$ cat config.mk
export PLATFORM = sky130hd
export DESIGN_NAME = ex_stage
export DESIGN_NICKNAME = d
export VERILOG_FILES = /design/src/common/ex_pkg.sv /design/src/common/ex_mult_if.sv /design/src/rtl/ex_alu.sv /design/src/mult/ex_mult.sv /design/src/rtl/ex_wb_ctrl.sv /design/src/rtl/ex_stage.sv
export SDC_FILE = /design/constraint.sdc
export NUM_CORES = 2
export LEC_CHECK = 0
export BUFFER_PORTS_ARGS = -buffer_cell sky130_fd_sc_hd__clkbuf_2
export CAP_MARGIN = 30
export CORE_UTILIZATION = 45
export CTS_CLUSTER_DIAMETER = 80
export DETAILED_ROUTE_END_ITERATION = 7
export PLACE_DENSITY_LB_ADDON = 0.05
export SYNTH_ARGS = -nofsm -noshare
export SYNTH_HDL_FRONTEND = slang
export SYNTH_SLANG_ARGS = --single-unit
export TNS_END_PERCENT = 1
$ cat constraint.sdc
create_clock -name clk -period 14.7 [get_ports clk]
set_input_delay 2.94 -clock clk [delete_from_list [all_inputs] [get_ports clk]]
set_output_delay 2.94 -clock clk [all_outputs]
set_load 0.05 [all_outputs]
$ cat src/common/ex_pkg.sv
`default_nettype none

package ex_pkg;

  //////////////////////////////////////////////////////////////////////
  // Data path and register file widths
  //////////////////////////////////////////////////////////////////////

  localparam int unsigned XLEN      = 32;  // Integer data path
  localparam int unsigned RF_ADDR_W = 6;   // GPR bank plus FP bank
  localparam int unsigned SHAMT_W   = 5;   // Shift amount bits of operand B

  typedef logic [XLEN-1:0]      data_t;
  typedef logic [RF_ADDR_W-1:0] rf_addr_t;

  //////////////////////////////////////////////////////////////////////
  // ALU operations
  //////////////////////////////////////////////////////////////////////

  // Arithmetic, logic and shifts first, branch compares last
  typedef enum logic [3:0] {
    ALU_ADD  = 4'd0,
    ALU_SUB  = 4'd1,
    ALU_AND  = 4'd2,
    ALU_OR   = 4'd3,
    ALU_XOR  = 4'd4,
    ALU_SLL  = 4'd5,
    ALU_SRL  = 4'd6,
    ALU_SRA  = 4'd7,
    ALU_SLT  = 4'd8,   // Signed set-less-than
    ALU_SLTU = 4'd9,   // Unsigned set-less-than
    ALU_EQ   = 4'd10,  // Branch compares
    ALU_NE   = 4'd11,
    ALU_LT   = 4'd12,
    ALU_GE   = 4'd13,
    ALU_LTU  = 4'd14,
    ALU_GEU  = 4'd15
  } alu_op_e;

  //////////////////////////////////////////////////////////////////////
  // Multiplier operations and sequencer
  //////////////////////////////////////////////////////////////////////

  typedef enum logic [1:0] {
    MUL_LO = 2'd0,  // Low word of product
    MUL_HS = 2'd1,  // High word signed x signed
    MUL_HU = 2'd2   // High word unsigned x unsigned
  } mult_op_e;

  // High-word sequencer
  typedef enum logic [1:0] {
    MULT_IDLE  = 2'd0,
    MULT_STEP1 = 2'd1,  // Upper partial product being added
    MULT_DONE  = 2'd2   // High word ready, wait for EX to accept
  } mult_state_e;

  // Cycles a MUL_HS or MUL_HU occupies the stage
  localparam int unsigned MULT_HI_CYCLES = 3;

endpackage

`default_nettype wire

$ cat src/common/ex_mult_if.sv
`timescale 1ns/1ps
`default_nettype none

// Stage control <-> multiplier
interface ex_mult_if;
  import ex_pkg::*;

  logic       en;          // Multiply op present in EX
  mult_op_e   op;
  data_t      op_a;
  data_t      op_b;
  data_t      result;
  logic       ready;       // Low while result not yet final
  logic       multicycle;  // High-word op still busy
  logic       ex_ready;    // EX accepts, multiplier may retire

  modport unit (
    input  en, op, op_a, op_b, ex_ready,
    output result, ready, multicycle
  );

  modport ctrl (
    input  en, result, ready,
    output ex_ready
  );

endinterface

`default_nettype wire

$ cat src/rtl/ex_alu.sv
`timescale 1ns/1ps
`default_nettype none

module ex_alu (
  input  ex_pkg::alu_op_e operator_i,
  input  ex_pkg::data_t   operand_a_i,
  input  ex_pkg::data_t   operand_b_i,
  output ex_pkg::data_t   result_o,
  output logic            cmp_result_o  // Branch decision
);
  import ex_pkg::*;

  logic [SHAMT_W-1:0] shamt;
  logic [XLEN:0]      diff;         // One subtractor serves SUB and all compares
  logic               lt_unsigned;
  logic               lt_signed;
  logic               is_equal;
  data_t              shift_left;
  logic [XLEN:0]      shift_in;     // Extra MSB carries sign for SRA
  logic [XLEN:0]      shift_right;

  //////////////////////////////////////////////////////////////////////
  // Shared subtractor and compare flags
  //////////////////////////////////////////////////////////////////////

  assign diff        = {1'b0, operand_a_i} - {1'b0, operand_b_i};
  assign lt_unsigned = diff[XLEN];  // Borrow out
  assign is_equal    = (diff[XLEN-1:0] == '0);

  // Different signs decide directly, same signs fall back to borrow
  assign lt_signed = (operand_a_i[XLEN-1] != operand_b_i[XLEN-1]) ?
                     operand_a_i[XLEN-1] : lt_unsigned;

  //////////////////////////////////////////////////////////////////////
  // Shifter
  //////////////////////////////////////////////////////////////////////

  assign shamt      = operand_b_i[SHAMT_W-1:0];
  assign shift_left = operand_a_i << shamt;

  // SRL and SRA share one arithmetic right shift
  assign shift_in    = {(operator_i == ALU_SRA) & operand_a_i[XLEN-1], operand_a_i};
  assign shift_right = $unsigned($signed(shift_in) >>> shamt);

  // Branch compares
  always_comb begin
    case (operator_i)
      ALU_EQ:  cmp_result_o = is_equal;
      ALU_NE:  cmp_result_o = ~is_equal;
      ALU_LT:  cmp_result_o = lt_signed;
      ALU_GE:  cmp_result_o = ~lt_signed;
      ALU_LTU: cmp_result_o = lt_unsigned;
      ALU_GEU: cmp_result_o = ~lt_unsigned;
      default: cmp_result_o = 1'b0;  // Not a branch
    endcase
  end

  // Result select
  always_comb begin
    case (operator_i)
      ALU_ADD:  result_o = operand_a_i + operand_b_i;
      ALU_SUB:  result_o = diff[XLEN-1:0];
      ALU_AND:  result_o = operand_a_i & operand_b_i;
      ALU_OR:   result_o = operand_a_i | operand_b_i;
      ALU_XOR:  result_o = operand_a_i ^ operand_b_i;
      ALU_SLL:  result_o = shift_left;
      ALU_SRL,
      ALU_SRA:  result_o = shift_right[XLEN-1:0];
      ALU_SLT:  result_o = {{(XLEN-1){1'b0}}, lt_signed};
      ALU_SLTU: result_o = {{(XLEN-1){1'b0}}, lt_unsigned};
      // Compare ops also return their flag as 0 or 1
      default:  result_o = {{(XLEN-1){1'b0}}, cmp_result_o};
    endcase
  end

endmodule

`default_nettype wire

$ cat src/mult/ex_mult.sv
`timescale 1ns/1ps
`default_nettype none

module ex_mult (
  input  logic    clk,
  input  logic    rst_n,
  ex_mult_if.unit m_if
);
  import ex_pkg::*;

  mult_state_e                   state_q;
  mult_state_e                   state_d;
  logic                          hi_op;     // MUL_HS or MUL_HU
  logic                          hi_start;  // First cycle of a high op
  logic                          op_signed;
  logic signed [XLEN:0]          op_a_ext;  // 33 bits cover both signed and unsigned
  logic signed [XLEN:0]          op_b_ext;
  logic signed [XLEN/2:0]        pp_b;      // Selected 17-bit slice of B
  logic signed [XLEN+XLEN/2+1:0] pp;        // 33 x 17 partial product
  logic [2*XLEN-1:0]             pp_ext;
  logic [2*XLEN-1:0]             acc_q;     // Full product accumulator
  data_t                         lo_prod;

  assign hi_op     = (m_if.op == MUL_HS) | (m_if.op == MUL_HU);
  assign hi_start  = m_if.en & hi_op & (state_q == MULT_IDLE);
  assign op_signed = (m_if.op == MUL_HS);

  // Low word in a single cycle
  assign lo_prod = m_if.op_a * m_if.op_b;

  //////////////////////////////////////////////////////////////////////
  // High word partial products
  //////////////////////////////////////////////////////////////////////

  assign op_a_ext = {op_signed & m_if.op_a[XLEN-1], m_if.op_a};
  assign op_b_ext = {op_signed & m_if.op_b[XLEN-1], m_if.op_b};

  // Low half of B is always unsigned, upper 17 bits carry the sign
  assign pp_b = (state_q == MULT_STEP1) ? op_b_ext[XLEN:XLEN/2]
                                        : {1'b0, op_b_ext[XLEN/2-1:0]};

  assign pp     = op_a_ext * pp_b;
  assign pp_ext = {{(XLEN/2-2){pp[XLEN+XLEN/2+1]}}, pp};  // Sign extend to 64

  // Product accumulator over the two steps
  always_ff @(posedge clk) begin
    if (hi_start) begin
      acc_q <= pp_ext;                          // A * B[15:0]
    end else if (state_q == MULT_STEP1) begin
      acc_q <= acc_q + (pp_ext << (XLEN/2));    // + A * B[32:16] << 16
    end
  end

  //////////////////////////////////////////////////////////////////////
  // Sequencer
  //////////////////////////////////////////////////////////////////////

  always_comb begin
    state_d         = state_q;
    m_if.ready      = 1'b1;
    m_if.multicycle = 1'b0;

    case (state_q)
      MULT_IDLE: begin
        if (hi_start) begin
          state_d         = MULT_STEP1;
          m_if.ready      = 1'b0;
          m_if.multicycle = 1'b1;  // Cycle 1 of 3
        end
      end

      MULT_STEP1: begin
        state_d         = MULT_DONE;
        m_if.ready      = 1'b0;
        m_if.multicycle = 1'b1;    // Cycle 2 of 3
      end

      MULT_DONE: begin
        // Hold the high word until EX takes it
        if (m_if.ex_ready) begin
          state_d = MULT_IDLE;
        end
      end

      default: begin
        state_d = MULT_IDLE;
      end
    endcase
  end

  always_ff @(posedge clk or negedge rst_n) begin
    if (!rst_n) begin
      state_q <= MULT_IDLE;
    end else begin
      state_q <= state_d;
    end
  end

  // High word only valid in DONE
  assign m_if.result = (state_q == MULT_DONE) ? acc_q[2*XLEN-1:XLEN] : lo_prod;

endmodule

`default_nettype wire

$ cat src/rtl/ex_wb_ctrl.sv
`timescale 1ns/1ps
`default_nettype none

module ex_wb_ctrl (
  input  logic             clk,
  input  logic             rst_n,
  ex_mult_if.ctrl          m_if,

  input  logic             alu_en_i,
  input  logic             csr_access_i,
  input  logic             lsu_en_i,
  input  logic             lsu_ready_ex_i,  // EX part of LSU done
  input  logic             branch_in_ex_i,
  input  logic             wb_ready_i,
  input  logic             regfile_alu_we_i,
  input  logic             regfile_we_i,

  input  ex_pkg::data_t    alu_result_i,
  input  ex_pkg::data_t    csr_rdata_i,
  input  ex_pkg::data_t    lsu_rdata_i,

  input  ex_pkg::rf_addr_t regfile_alu_waddr_i,
  input  ex_pkg::rf_addr_t regfile_waddr_i,

  // Forwarding port toward ID and RF
  output logic             regfile_alu_we_fw_o,
  output ex_pkg::rf_addr_t regfile_alu_waddr_fw_o,
  output ex_pkg::data_t    regfile_alu_wdata_fw_o,

  // Load write port
  output logic             regfile_we_wb_o,
  output ex_pkg::rf_addr_t regfile_waddr_wb_o,
  output ex_pkg::data_t    regfile_wdata_wb_o,

  output logic             ex_ready_o,
  output logic             ex_valid_o
);
  import ex_pkg::*;

  logic     regfile_we_lsu;
  rf_addr_t regfile_waddr_lsu;

  //////////////////////////////////////////////////////////////////////
  // ALU write port mux
  //////////////////////////////////////////////////////////////////////

  assign regfile_alu_we_fw_o    = regfile_alu_we_i;
  assign regfile_alu_waddr_fw_o = regfile_alu_waddr_i;

  // CSR wins over multiplier, multiplier over ALU
  always_comb begin
    if (csr_access_i) begin
      regfile_alu_wdata_fw_o = csr_rdata_i;
    end else if (m_if.en) begin
      regfile_alu_wdata_fw_o = m_if.result;
    end else if (alu_en_i) begin
      regfile_alu_wdata_fw_o = alu_result_i;
    end else begin
      regfile_alu_wdata_fw_o = '0;
    end
  end

  //////////////////////////////////////////////////////////////////////
  // EX/WB pipeline register
  //////////////////////////////////////////////////////////////////////

  always_ff @(posedge clk or negedge rst_n) begin
    if (!rst_n) begin
      regfile_we_lsu <= 1'b0;
    end else if (ex_valid_o) begin
      regfile_we_lsu <= regfile_we_i;
    end else if (wb_ready_i) begin
      regfile_we_lsu <= 1'b0;  // WB drained with nothing behind it
    end
  end

  always_ff @(posedge clk) begin
    if (ex_valid_o && regfile_we_i) begin
      regfile_waddr_lsu <= regfile_waddr_i;
    end
  end

  assign regfile_we_wb_o    = regfile_we_lsu;
  assign regfile_waddr_wb_o = regfile_waddr_lsu;
  assign regfile_wdata_wb_o = lsu_rdata_i;  // Load data arrives in WB

  // Stall control
  // Branches resolve in EX so they never wait on WB
  assign ex_ready_o = (m_if.ready & lsu_ready_ex_i & wb_ready_i) | branch_in_ex_i;
  assign ex_valid_o = (alu_en_i | m_if.en | csr_access_i | lsu_en_i)
                      & m_if.ready & lsu_ready_ex_i & wb_ready_i;

  assign m_if.ex_ready = ex_ready_o;  // Lets the multiplier retire

endmodule

`default_nettype wire

$ cat src/rtl/ex_stage.sv
`timescale 1ns/1ps
`default_nettype none

module ex_stage (
  input  logic             clk,
  input  logic             rst_n,

  // ALU operands from ID
  input  logic             alu_en_i,
  input  ex_pkg::alu_op_e  alu_operator_i,
  input  ex_pkg::data_t    alu_operand_a_i,
  input  ex_pkg::data_t    alu_operand_b_i,
  input  ex_pkg::data_t    alu_operand_c_i,  // Jump target

  // Multiplier
  input  logic             mult_en_i,
  input  ex_pkg::mult_op_e mult_operator_i,
  input  ex_pkg::data_t    mult_operand_a_i,
  input  ex_pkg::data_t    mult_operand_b_i,

  input  logic             csr_access_i,
  input  ex_pkg::data_t    csr_rdata_i,

  input  logic             lsu_en_i,
  input  ex_pkg::data_t    lsu_rdata_i,
  input  logic             lsu_ready_ex_i,

  input  logic             regfile_alu_we_i,
  input  ex_pkg::rf_addr_t regfile_alu_waddr_i,
  input  logic             regfile_we_i,      // Passed through to WB
  input  ex_pkg::rf_addr_t regfile_waddr_i,

  input  logic             branch_in_ex_i,
  input  logic             wb_ready_i,

  output logic             regfile_alu_we_fw_o,
  output ex_pkg::rf_addr_t regfile_alu_waddr_fw_o,
  output ex_pkg::data_t    regfile_alu_wdata_fw_o,

  output logic             regfile_we_wb_o,
  output ex_pkg::rf_addr_t regfile_waddr_wb_o,
  output ex_pkg::data_t    regfile_wdata_wb_o,

  output ex_pkg::data_t    jump_target_o,
  output logic             branch_decision_o,

  output logic             mult_multicycle_o,
  output logic             ex_ready_o,
  output logic             ex_valid_o
);
  import ex_pkg::*;

  data_t alu_result;
  logic  alu_cmp_result;

  ex_mult_if m_if ();

  assign m_if.en           = mult_en_i;
  assign m_if.op           = mult_operator_i;
  assign m_if.op_a         = mult_operand_a_i;
  assign m_if.op_b         = mult_operand_b_i;
  assign mult_multicycle_o = m_if.multicycle;

  // Branch handling
  assign branch_decision_o = alu_cmp_result;
  assign jump_target_o     = alu_operand_c_i;

  ex_alu alu_i (
    .operator_i   ( alu_operator_i  ),
    .operand_a_i  ( alu_operand_a_i ),
    .operand_b_i  ( alu_operand_b_i ),
    .result_o     ( alu_result      ),
    .cmp_result_o ( alu_cmp_result  )
  );

  ex_mult mult_i (
    .clk   ( clk   ),
    .rst_n ( rst_n ),
    .m_if  ( m_if  )
  );

  ex_wb_ctrl wb_ctrl_i (
    .clk                    ( clk                    ),
    .rst_n                  ( rst_n                  ),
    .m_if                   ( m_if                   ),
    .alu_en_i               ( alu_en_i               ),
    .csr_access_i           ( csr_access_i           ),
    .lsu_en_i               ( lsu_en_i               ),
    .lsu_ready_ex_i         ( lsu_ready_ex_i         ),
    .branch_in_ex_i         ( branch_in_ex_i         ),
    .wb_ready_i             ( wb_ready_i             ),
    .regfile_alu_we_i       ( regfile_alu_we_i       ),
    .regfile_we_i           ( regfile_we_i           ),
    .alu_result_i           ( alu_result             ),
    .csr_rdata_i            ( csr_rdata_i            ),
    .lsu_rdata_i            ( lsu_rdata_i            ),
    .regfile_alu_waddr_i    ( regfile_alu_waddr_i    ),
    .regfile_waddr_i        ( regfile_waddr_i        ),
    .regfile_alu_we_fw_o    ( regfile_alu_we_fw_o    ),
    .regfile_alu_waddr_fw_o ( regfile_alu_waddr_fw_o ),
    .regfile_alu_wdata_fw_o ( regfile_alu_wdata_fw_o ),
    .regfile_we_wb_o        ( regfile_we_wb_o        ),
    .regfile_waddr_wb_o     ( regfile_waddr_wb_o     ),
    .regfile_wdata_wb_o     ( regfile_wdata_wb_o     ),
    .ex_ready_o             ( ex_ready_o             ),
    .ex_valid_o             ( ex_valid_o             )
  );

endmodule

`default_nettype wire

==> results.md <==
- # clock sinks: 57
- Layout area overhead: 4.38%
- Hold Violations, Final: 0
- CTS tree: done
- Slew at the pin closest to its max-slew limit: 1.07 ns
- Vias: 42,600
- RSZ-0062 raised after global routing: false
- Syn Nets: 7,793
- Max-Cap Viols: 0
- Kind of critical path: in2out
- First drt pass iteration count: 7
- Layout cells sized above 1: 6.95%
- Routed wire length: 180,000 um
- ANT nets after route: 0
- Area occupied by multi-input gates: 0.0416 mm2
- Final GP Congestion: 1.08
- Routed wire length per instance: 23.7 um
- Crit path DAT: 11.13 ns
- DP HPWL: 148,000 um
- Post-Syn Area: 0.0498 mm2
- Hold Path Class: reg2reg
- Seq/Total Area, Yosys: 3.40%
- Synth Register Bits: 57
- Reg area: 0.00170 mm2
- Ports: 367
- Status: complete, no violations
- Worst-path clk slew: 0.06 ns
- First-pass GRT wire length: 273,000 um
- Syn Inst Count: 6,205
- Endpoints failing setup: 0
- Number of enable flip-flop cells after synthesis: 54
- Metal2 WL: 82,800 um
- Clk_lat worst skew: 0.34 ns
- Core area: 0.109 mm2
- Initial antenna violation count: 25
- GRT Total Usage: 32.4%
- Syn Area/Cell: 8.03 um2
- Yosys top cell by area: fa_1
- Ranking of synthesized cells by area: fa_1 38%, ha_1 9.7%, inv_1 9.4%, nand2_1 7.1%, and2_1 3.4%
- FFs w/ async S/R, synth: 5.26%
- Critical Path RT: 11.76 ns
- DR iter-0 viols: 3,258
- CP endpoint kind: primary output
- Initial core utilization: 45.6%
- Proportion of netlist area held by the largest area contributor: 38.0%
- Die Span X: 335 um
- Postcts setup bufs: 0
- Clock buffer depth: 2
- Worst setup SP type: input pin
- Distinct cells, synth: 84
- Final critical-path share of the clock period: 95.7%
- FP Rows: 121
- Nets: 7,699
- Vias in the first global route: 43,600
- DR WL met3: 14,200 um
- Synth Flop Type: edfxtp_1
- Final Critical Period: 14.07 ns
- Via density per instance: 5.60
- Fin. max-slew vios: 0
- Hold_buf cts: 0
- Max Freq: 0.0711 GHz
- Grt total ovfl: 0
- Uppermost layer routed: met5
- Pin count of the biggest net entering global routing: 66
- DRC: 0
- Worst-path maximum fanout: 25
- Yosys warning count: 0
- H-tree depth: 3
- CTS buffer count: 9
- Root Buffer: clkbuf_16
- Total Die Area: 0.112 mm2
- # fillers: 11,200
- Post-CTS resize count: 0
- Post-Route Skew: 0.00947 ns
- Setup TNS: 0 ns
- Slew margin rel.: 28.8%
- IO Port Bufs: 224
- Die Ht: 335 um
- Met1 wire length: 75,500 um
placed cells by master, fill, tap and decap left out, types with 21 or more instances in the layout:
cell type	Yosys	final
a211oi_1	30	30
a21o_1	69	69
a21oi_1	238	238
a221oi_1	41	41
a22oi_1	27	27
a31oi_1	23	23
and2_1	272	272
buf_4	71	94
clkbuf_2	0	223
edfxtp_1	54	54
fa_1	947	947
ha_1	388	388
inv_1	1243	1242
mux2_2	21	21
mux2i_1	72	70
nand2_1	943	943
nand2b_1	34	34
nand3_1	43	43
nor2_1	296	294
nor2b_1	98	96
nor3_1	53	51
o211ai_1	27	27
o21ai_0	274	274
o21bai_1	27	27
o31ai_1	25	25
or3_1	21	21
xnor2_1	153	153
xor2_1	63	63
cell type report:
class	count	area share [%]
antenna	4	0.0192
clock buffer	10	0.459
clock inverter	6	0.111
inverter	1252	9.03
multi-input combinational	4471	80.0
sequential	57	3.26
tap	1476	3.55
timing repair buffer	320	3.56
registers in the layout, summed over array words and instances (netlist names):
| register | count |
|---|---|
| mult_i.acc_q | 48 |
| wb_ctrl_i.regfile_waddr_wb_o | 6 |
| mult_i.state_q | 2 |
| wb_ctrl_i.regfile_we_wb_o | 1 |
logic make-up after synthesis:
kind of cell | share of synthesized area, %
buffers and inverters | 13.2
XOR/XNOR | 3.80
AO/OA/AOI/OAI | 12.1
multiplexers | 2.73
adder cells (fa/ha/maj) | 47.8
flip-flops | 3.40
AND/OR/NAND/NOR | 17.0
metal layers:
layer / vias to the layer above / GRT usage [%]
met5: - / 0
met4: 30 / 11.9
met2: 1581 / 52.3
met3: 367 / 6.19
met1: 21600 / 43.1
li1: 19000 / -
cells in the mapped netlist (16+ instances only):
master,number
o21a_1,20
nor2_1,296
and2_1,272
nor4_1,20
a21o_1,69
nand4_1,16
or3_1,21
mux2_2,21
nor3_1,53
nand2_1,943
o31ai_1,25
ha_1,388
o21ai_0,274
o2111ai_1,16
nand3_1,43
buf_1,32
edfxtp_1,54
a21oi_1,238
fa_1,947
xor2_1,63
a31oi_1,23
o21bai_1,27
clkbuf_1,315
a211oi_1,30
a22oi_1,27
inv_1,1243
mux4_2,18
xnor2_1,153
mux2i_1,72
buf_4,71
a221oi_1,41
nor2b_1,98
o211ai_1,27
nand2b_1,34
worst paths after layout:
kind | endpoint | depth (start not counted) | startpoint | slack (ns)
worst max-delay path | regfile_alu_wdata_fw_o[31] | 27 | mult_operand_a_i[7] | 0.63
min in group asynchronous | wb_ctrl_i.regfile_we_wb_o | 1 | rst_n | 2.39
worst max register to register | mult_i.acc_q[59] | 40 | mult_i.state_q[1] | 2.81
max in group asynchronous | mult_i.state_q[0] | 1 | rst_n | 12.17
worst min register to register | wb_ctrl_i.regfile_we_wb_o | 1 | wb_ctrl_i.regfile_we_wb_o | 0.50
worst min-delay path | wb_ctrl_i.regfile_we_wb_o | 1 | wb_ctrl_i.regfile_we_wb_o | 0.50
critical path, cell delays in order:
cell and delay, ns:
clkbuf_2 0.64, nand2_1 0.18, fa_1 0.57, inv_1 0.05, fa_1 0.50, fa_1 0.46, fa_1 0.55, ha_1 0.22
ha_1 0.27, inv_1 0.04, fa_1 0.48, inv_1 0.05, fa_1 0.44, ha_1 0.22, or3_1 0.39, o21bai_1 0.24
a21oi_1 0.29, o21ai_0 0.27, a21oi_1 0.33, a21boi_0 0.21, a21o_1 0.21, a21oi_1 0.22, o21bai_1 0.09, a21oi_1 0.17
xnor2_1 0.15, o22ai_1 0.51, clkbuf_2 0.38
stage by stage:
| stage | setup WS, ns | instances | util (%) | hold WS [ns] | area, um2 |
|---|---|---|---|---|---|
| after detailed placement | 0.815 | 7575 | 47.3 | 0.488 | 51700 |
| after global routing | 0.331 | 7596 | 47.6 | 0.511 | 52000 |
| final | 0.633 | 7596 | 47.6 | 0.503 | 52000 |
| after global placement | 0.853 | 7573 | 47.3 | 0.469 | 51700 |
| after floorplan | 1.32 | 6205 | - | 0.650 | 49800 |
| after CTS | 0.794 | 7591 | 47.6 | 0.501 | 52000 |
Power is left out: the tool's default activity adds up to more than one toggle a clock period on the data nets, which glitch-free logic cannot reach.
